--- src/hw/i2s_pwm_pkg.sv ---
package i2s_pwm_pkg;

    //////////////////////////////////////////////////
    // Widths
    //////////////////////////////////////////////////

    // Longest serial word the shift register can hold
    localparam int MAX_WORD_BITS = 32;
    // Shortest word accepted by the aligner
    localparam int MIN_WORD_BITS = 8;
    // Aligned sample width
    localparam int SAMPLE_BITS = 24;
    // PWM resolution, period is 2**PWM_BITS clk cycles
    localparam int PWM_BITS = 8;
    localparam int PWM_PERIOD = 2 ** PWM_BITS;
    // Bit count per word, saturates at all ones
    localparam int WORD_LEN_BITS = 6;
    // clk cycles between two left-word starts
    localparam int FRAME_CNT_BITS = 12;
    // Barrel shifter stages, enough for shifts of 0 to 31
    localparam int SHIFT_BITS = $clog2(MAX_WORD_BITS);

    //////////////////////////////////////////////////
    // Scalar types
    //////////////////////////////////////////////////

    typedef logic [MAX_WORD_BITS-1:0] raw_word_t;
    typedef logic [WORD_LEN_BITS-1:0] word_len_t;
    typedef logic [FRAME_CNT_BITS-1:0] frame_cnt_t;
    typedef logic signed [SAMPLE_BITS-1:0] sample_t;
    typedef logic [PWM_BITS-1:0] duty_t;

    //////////////////////////////////////////////////
    // Structs between blocks
    //////////////////////////////////////////////////

    // One received word, right-justified in data
    typedef struct packed {
        logic right;
        word_len_t len;
        raw_word_t data;
    } i2s_word_t;

    // Latest aligned sample per channel
    typedef struct packed {
        sample_t left;
        sample_t right;
    } stereo_sample_t;

endpackage

--- src/hw/i2s_rx.sv ---
module i2s_rx import i2s_pwm_pkg::*; (
    input  logic       clk,
    input  logic       rst_n,
    input  logic       bclk,
    input  logic       lrclk,
    input  logic       sdata,
    output i2s_word_t  word,
    output logic       word_valid,
    output word_len_t  word_bits,
    output frame_cnt_t frame_cycles
);

    // Three-stage synchronizers, bit 0 is the newest sample
    logic [2:0] bclk_sync;
    logic [2:0] lrclk_sync;
    logic [2:0] sdata_sync;

    // Registered bclk rising edge, one bit tick
    logic bit_tick;
    // lrclk level seen at the previous tick
    logic lrclk_prev;

    logic lrclk_bit;
    logic sdata_bit;
    logic word_end;
    logic frame_start;

    raw_word_t shift_reg;
    raw_word_t word_data;
    word_len_t bit_cnt;
    word_len_t bit_cnt_inc;
    frame_cnt_t cycle_cnt;
    frame_cnt_t cycle_cnt_inc;

    //////////////////////////////////////////////////
    // Input sampling and bit tick
    //////////////////////////////////////////////////

    // lrclk and sdata go through the same depth as bclk
    always_ff @(posedge clk) begin
        if (!rst_n) begin
            bclk_sync  <= '0;
            lrclk_sync <= '0;
            sdata_sync <= '0;
            bit_tick   <= 1'b0;
        end else begin
            bclk_sync  <= {bclk_sync[1:0], bclk};
            lrclk_sync <= {lrclk_sync[1:0], lrclk};
            sdata_sync <= {sdata_sync[1:0], sdata};
            // Low, high, high from oldest to newest
            bit_tick   <= (bclk_sync == 3'b011);
        end
    end

    // Oldest stage was taken while bclk was already high
    assign lrclk_bit = lrclk_sync[2];
    assign sdata_bit = sdata_sync[2];

    // lrclk change closes the word, this tick carries its LSB
    assign word_end    = bit_tick && (lrclk_bit != lrclk_prev);
    // End of a right word is the start of the next left word
    assign frame_start = word_end && lrclk_prev;

    // New bit enters at the LSB end
    assign word_data   = {shift_reg[MAX_WORD_BITS-2:0], sdata_bit};
    // Saturating bit count, the closing bit included
    assign bit_cnt_inc = (bit_cnt == '1) ? bit_cnt : bit_cnt + 1'b1;

    //////////////////////////////////////////////////
    // Bit count and word strobe
    //////////////////////////////////////////////////

    always_ff @(posedge clk) begin
        if (!rst_n) begin
            lrclk_prev <= 1'b0;
            bit_cnt    <= '0;
            word_bits  <= '0;
            word_valid <= 1'b0;
        end else begin
            word_valid <= word_end;
            if (bit_tick) begin
                lrclk_prev <= lrclk_bit;
                if (word_end) begin
                    bit_cnt   <= '0;
                    word_bits <= bit_cnt_inc;
                end else begin
                    bit_cnt <= bit_cnt_inc;
                end
            end
        end
    end

    // Shift register and word payload
    always_ff @(posedge clk) begin
        if (bit_tick) begin
            if (word_end) begin
                // Start the next word from an empty register
                shift_reg  <= '0;
                word.right <= lrclk_prev;
                word.len   <= bit_cnt_inc;
                word.data  <= word_data;
            end else begin
                shift_reg <= word_data;
            end
        end
    end

    //////////////////////////////////////////////////
    // Frame length in clk cycles
    //////////////////////////////////////////////////

    // Saturates on a stalled bus
    assign cycle_cnt_inc = (cycle_cnt == '1) ? cycle_cnt : cycle_cnt + 1'b1;

    always_ff @(posedge clk) begin
        if (!rst_n) begin
            cycle_cnt    <= '0;
            frame_cycles <= '0;
        end else if (frame_start) begin
            cycle_cnt    <= '0;
            frame_cycles <= cycle_cnt_inc;
        end else begin
            cycle_cnt <= cycle_cnt_inc;
        end
    end

endmodule

--- src/hw/sample_align.sv ---
module sample_align import i2s_pwm_pkg::*; (
    input  logic           clk,
    input  logic           rst_n,
    input  i2s_word_t      word,
    input  logic           word_valid,
    output stereo_sample_t samples,
    output logic           left_valid,
    output logic           right_valid,
    output logic           format_err
);

    // Length inside MIN_WORD_BITS..MAX_WORD_BITS
    logic len_ok;
    // Left shift that puts the word MSB at bit 31
    logic [SHIFT_BITS-1:0] shift_amt;
    raw_word_t shifted;
    sample_t aligned;

    assign len_ok = (word.len >= word_len_t'(MIN_WORD_BITS)) &&
                    (word.len <= word_len_t'(MAX_WORD_BITS));

    // Only meaningful for legal lengths, range 0 to 24
    assign shift_amt = SHIFT_BITS'(word_len_t'(MAX_WORD_BITS) - word.len);

    //////////////////////////////////////////////////
    // Barrel shifter
    //////////////////////////////////////////////////

    // One stage per shift bit, stage i moves by 2**i
    always_comb begin
        shifted = word.data;
        for (int i = 0; i < SHIFT_BITS; i++) begin
            if (shift_amt[i]) begin
                shifted = shifted << (1 << i);
            end
        end
    end

    // Top bits form the sample, 32-bit words lose their low byte
    assign aligned = shifted[MAX_WORD_BITS-1 -: SAMPLE_BITS];

    //////////////////////////////////////////////////
    // Per-channel hold registers
    //////////////////////////////////////////////////

    always_ff @(posedge clk) begin
        if (!rst_n) begin
            samples     <= '0;
            left_valid  <= 1'b0;
            right_valid <= 1'b0;
            format_err  <= 1'b0;
        end else begin
            left_valid  <= word_valid && len_ok && !word.right;
            right_valid <= word_valid && len_ok && word.right;
            // Bad length keeps the held sample
            format_err  <= word_valid && !len_ok;
            if (word_valid && len_ok) begin
                if (word.right) begin
                    samples.right <= aligned;
                end else begin
                    samples.left <= aligned;
                end
            end
        end
    end

endmodule

--- src/hw/pwm_modulator.sv ---
module pwm_modulator import i2s_pwm_pkg::*; (
    input  logic    clk,
    input  logic    rst_n,
    input  sample_t sample,
    output logic    pwm
);

    // Period counter, one full sweep per PWM period
    duty_t cnt;
    // Compare value in use for the current period
    duty_t duty;
    // Offset-binary top byte of the incoming sample
    duty_t next_duty;
    // Last count of the period
    logic wrap;

    //////////////////////////////////////////////////
    // Duty from sample
    //////////////////////////////////////////////////

    // Sign bit inverted, so full negative is 0 and zero is midscale
    assign next_duty = {~sample[SAMPLE_BITS-1],
                        sample[SAMPLE_BITS-2 -: PWM_BITS-1]};

    assign wrap = (cnt == duty_t'(PWM_PERIOD - 1));

    //////////////////////////////////////////////////
    // Counter, compare and output
    //////////////////////////////////////////////////

    always_ff @(posedge clk) begin
        if (!rst_n) begin
            cnt  <= '0;
            duty <= '0;
            pwm  <= 1'b0;
        end else begin
            if (wrap) begin
                cnt  <= '0;
                // Duty only changes at the period boundary
                duty <= next_duty;
            end else begin
                cnt <= cnt + 1'b1;
            end
            // Registered compare, high for exactly duty cycles per period
            // The last count never matches, so a period always ends low
            pwm <= (cnt < duty);
        end
    end

endmodule

--- src/hw/i2s_pwm_top.sv ---
module i2s_pwm_top import i2s_pwm_pkg::*; (
    input  logic           clk,
    input  logic           rst_n,
    input  logic           bclk,
    input  logic           lrclk,
    input  logic           sdata,
    output stereo_sample_t samples,
    output logic           left_valid,
    output logic           right_valid,
    output logic           format_err,
    output word_len_t      word_bits,
    output frame_cnt_t     frame_cycles,
    output logic           pwm_left,
    output logic           pwm_right
);

    // Receiver to aligner
    i2s_word_t word;
    logic word_valid;

    //////////////////////////////////////////////////
    // Serial receiver
    //////////////////////////////////////////////////

    i2s_rx u_rx (
        .clk          (clk),
        .rst_n        (rst_n),
        .bclk         (bclk),
        .lrclk        (lrclk),
        .sdata        (sdata),
        .word         (word),
        .word_valid   (word_valid),
        .word_bits    (word_bits),
        .frame_cycles (frame_cycles)
    );

    // Word to 24-bit sample, held per channel
    sample_align u_align (
        .clk         (clk),
        .rst_n       (rst_n),
        .word        (word),
        .word_valid  (word_valid),
        .samples     (samples),
        .left_valid  (left_valid),
        .right_valid (right_valid),
        .format_err  (format_err)
    );

    //////////////////////////////////////////////////
    // Output stage
    //////////////////////////////////////////////////

    pwm_modulator pwm_l (
        .clk    (clk),
        .rst_n  (rst_n),
        .sample (samples.left),
        .pwm    (pwm_left)
    );

    pwm_modulator pwm_r (
        .clk    (clk),
        .rst_n  (rst_n),
        .sample (samples.right),
        .pwm    (pwm_right)
    );

endmodule

--- config.mk ---
export PLATFORM = sky130hd
export DESIGN_NAME = i2s_pwm_top
export DESIGN_NICKNAME = d
export VERILOG_FILES = /design/src/hw/i2s_pwm_pkg.sv /design/src/hw/i2s_rx.sv /design/src/hw/sample_align.sv /design/src/hw/pwm_modulator.sv /design/src/hw/i2s_pwm_top.sv
export SDC_FILE = /design/constraint.sdc
export NUM_CORES = 1
export LEC_CHECK = 0
export ABC_AREA = 0
export BUFFER_PORTS_ARGS = -buffer_cell sky130_fd_sc_hd__buf_2
export CORE_MARGIN = 3
export CORE_UTILIZATION = 41
export CTS_CLUSTER_SIZE = 24
export DETAILED_ROUTE_END_ITERATION = 6
export MAX_ROUTING_LAYER = met4
export PLACE_DENSITY_LB_ADDON = 0.2
export RECOVER_POWER = 50
export SLEW_MARGIN = 15
export SYNTH_ARGS = -nofsm -noshare
export SYNTH_HDL_FRONTEND = slang
export SYNTH_HIERARCHICAL = 1
export SYNTH_SLANG_ARGS = --single-unit
--- constraint.sdc ---
create_clock -name clk -period 3.4 [get_ports clk]
set_input_delay 0.34 -clock clk [delete_from_list [all_inputs] [get_ports clk]]
set_output_delay 0.34 -clock clk [all_outputs]
set_load 0.03 [all_outputs]
==> impl_metrics.yaml <==
placement:
  dpl_worst_slack_ns: 0.6927
  portBuffers: 75
  place.gp.congestion: 0.8829
  dp_hpwl_um: 14550
timing:
  fmax_mhz: 369.0
  finClkSkew_ns: 0.01051
  grt_setup_unrepaired: "false"
  finalCriticalPeriod_ns: 2.710
  tightest_slew_ns: 1.313
  finalMaxSlewViolations: 0
  timing.final.crit_share: 0.7971
  maxSlewHeadroom: 0.1244
  hold_viol: 0
  fin_setup_tns_ns: 0
  setup_violations: 0
  fin_ws_ns: 0.6898
pwr:
  finalPower_w: 0.005028
  irDropWorstVdd_uv: 252.0
  leakage_nw: 3.724
  p_per_area_mw_per_mm2: 466.0
route:
  routed_wl_um: 21080
  drt_first_pass_iters: 7
  dr_total_vias: 6824
  drc_errors: 0
  drt_iter0_markers: 548
  viasPerCell: 5.386
  wire_per_inst_um: 16.63
  ant_nets: 0
global_route:
  first_global_vias: 6299
  antenna_found_initial: 0
  grt-ovfl-total: 0
  grt_usage: 0.1670
  grt_max_degree: 58
  grt_first_pass_wirelength_um: 34160
floorplanning:
  num_io_pins: 76
  initial_utilization: 0.4198
  chipWidth_um: 158.7
  dieArea_mm2: 0.02519
  core_area_mm2: 0.02278
  fp-row-count: 55
  die_h_um: 158.7
synth:
  synth.top_cell.area_share: 0.2785
  synth_edf_count: 70
  ys_async_sr_fraction: 0
  syn_inst: 878
  synth_top_area_cell: "dfxtp_1"
  yosys-top-cells-area: "dfxtp_1 (28%), edfxtp_1 (22%), mux4_1 (4.4%), mux2i_1 (3.7%), nand2_1 (3.6%)"
  syn-cell-area_mm2: 0.009562
  netlist-cell-type-count: 71
  ys_seq_elements: 203
  synth_fp_nets: 902
  yosysWarnings: 6
  synth_area_per_cell_um2: 10.89
  yosysSeqAreaShare: 0.4983
  synthFlopType: "dfxtp_1"
clock_tree:
  htreeDepth: 1
  cts_tree: "done"
  cts.sinks: 203
  hold_buffers: 0
  cts_resized: 0
  clk_pin_slew_ns: 0.06
  postCtsSetupRepairBufs: 0
  cts-root-buf: "clkbuf_16"
  ctsLongestPathBuffers: 3
  clkLatencyLatePin_ns: 0.50
  cts_inserted_buffers: 22
worst_setup_path:
  crit_type: "flip-flop to flip-flop"
  cp-end-kind: "flip-flop"
  cp.arrival_ns: 3.14
  cp-start-kind: "flip-flop"
  cp.required_ns: 3.83
  critPathMaxFanout: 36
cells_and_area:
  layout_commonest_cell: "dfxtp_1"
  finalNetCount: 962
  areaGrowthSynthToFinish_pct: 12.82
  largest_reg_flops: 48
  diodes: 0
  final_cell_mix: "dfxtp_1 (133), nand2_1 (91), clkbuf_1 (73)"
  drive_gt1_frac: 0.1111
job:
  drv_cap: 0
status:
  outcome: "finished clean"
worst_hold_path:
  hold_class: "input pin to flip-flop"
==> per-stage QoR <==
stage          cells    util  area (um2)  hold slack [ns]
2_1_floorplan    878       -        9562           0.4000
3_3_place_gp    1227  0.4466       10170           0.4170
3_5_place_dp    1227  0.4466       10170           0.4223
4_1_cts         1267  0.4791       10910          0.01325
5_1_grt         1267  0.4736       10790          0.03522
6_report        1267  0.4736       10790          0.03887
==> metal layers <==
layer,vias to the layer above,track usage,part of all wire
li1,3372,-,-
met1,3265,0.2454,0.50
met3,32,0.02426,0.041
met5,-,-,0
met4,0,0.04616,0.019
met2,155,0.2417,0.44
==> layout make-up <==
cell class              instances  area (um2)
clock inverters                13       120.1
fillers                      2140       11990
clock buffers                  27       620.6
inverters                      28       105.1
multi-input cells             595        4405
repair buffers                 88       380.4
well taps                     313       391.6
flip-flops and latches        203        4765
==> worst max-delay path, stage by stage, from the launching register on <==
cell      delay (ns)
edfxtp_1        0.38
buf_4           0.29
nor3_1          0.61
a21oi_2         0.19
or3b_1          0.57
or3_1           0.43
a21boi_0        0.15
==> synth_stat cells (14+ instances only) <==
master,count
ha_1,19
mux2i_1,35
mux4_2,15
or3_1,15
nor2_1,45
buf_2,15
mux4_1,16
edfxtp_1,70
mux2_2,21
dfxtp_1,133
a21oi_1,35
nand3_1,28
inv_1,27
nand2_1,91
o21ai_0,50
clkbuf_1,30
a31oi_1,20
nor3_1,14
and2_1,43
==> report_power, final <==
part / total, W / switching (W) / internal [W] / leakage [nW]
logic: 0.0000848 / 0.0000548 / 0.0000300 / 1.65
registers: 0.00253 / 0.0000156 / 0.00251 / 1.70
clock network: 0.00241 / 0.000964 / 0.00145 / 0.366
total: 0.00503 / 0.00103 / 0.00399 / 3.72
==> kinds of logic after synthesis <==
kind of cell / synth area share
AO/OA/AOI/OAI: 0.1189
multiplexers: 0.1407
adder cells (fa/ha/maj): 0.02486
flip-flops: 0.4983
XOR/XNOR: 0.01714
AND/OR/NAND/NOR: 0.1619
buffers and inverters: 0.03821
==> path summary, 6_finish.rpt <==
check | start | endpoint | slack, ns | cells past startpoint
max | u_rx/word[32] | u_align/samples[27] | 0.69 | 6
min | lrclk | u_rx/lrclk_sync[0] | 0.04 | 2
max reg2reg | u_rx/word[32] | u_align/samples[27] | 0.69 | 6
min reg2reg | u_rx/shift_reg[30] | u_rx/word[31] | 0.43 | 0
(Power assumes the default switching activity.)
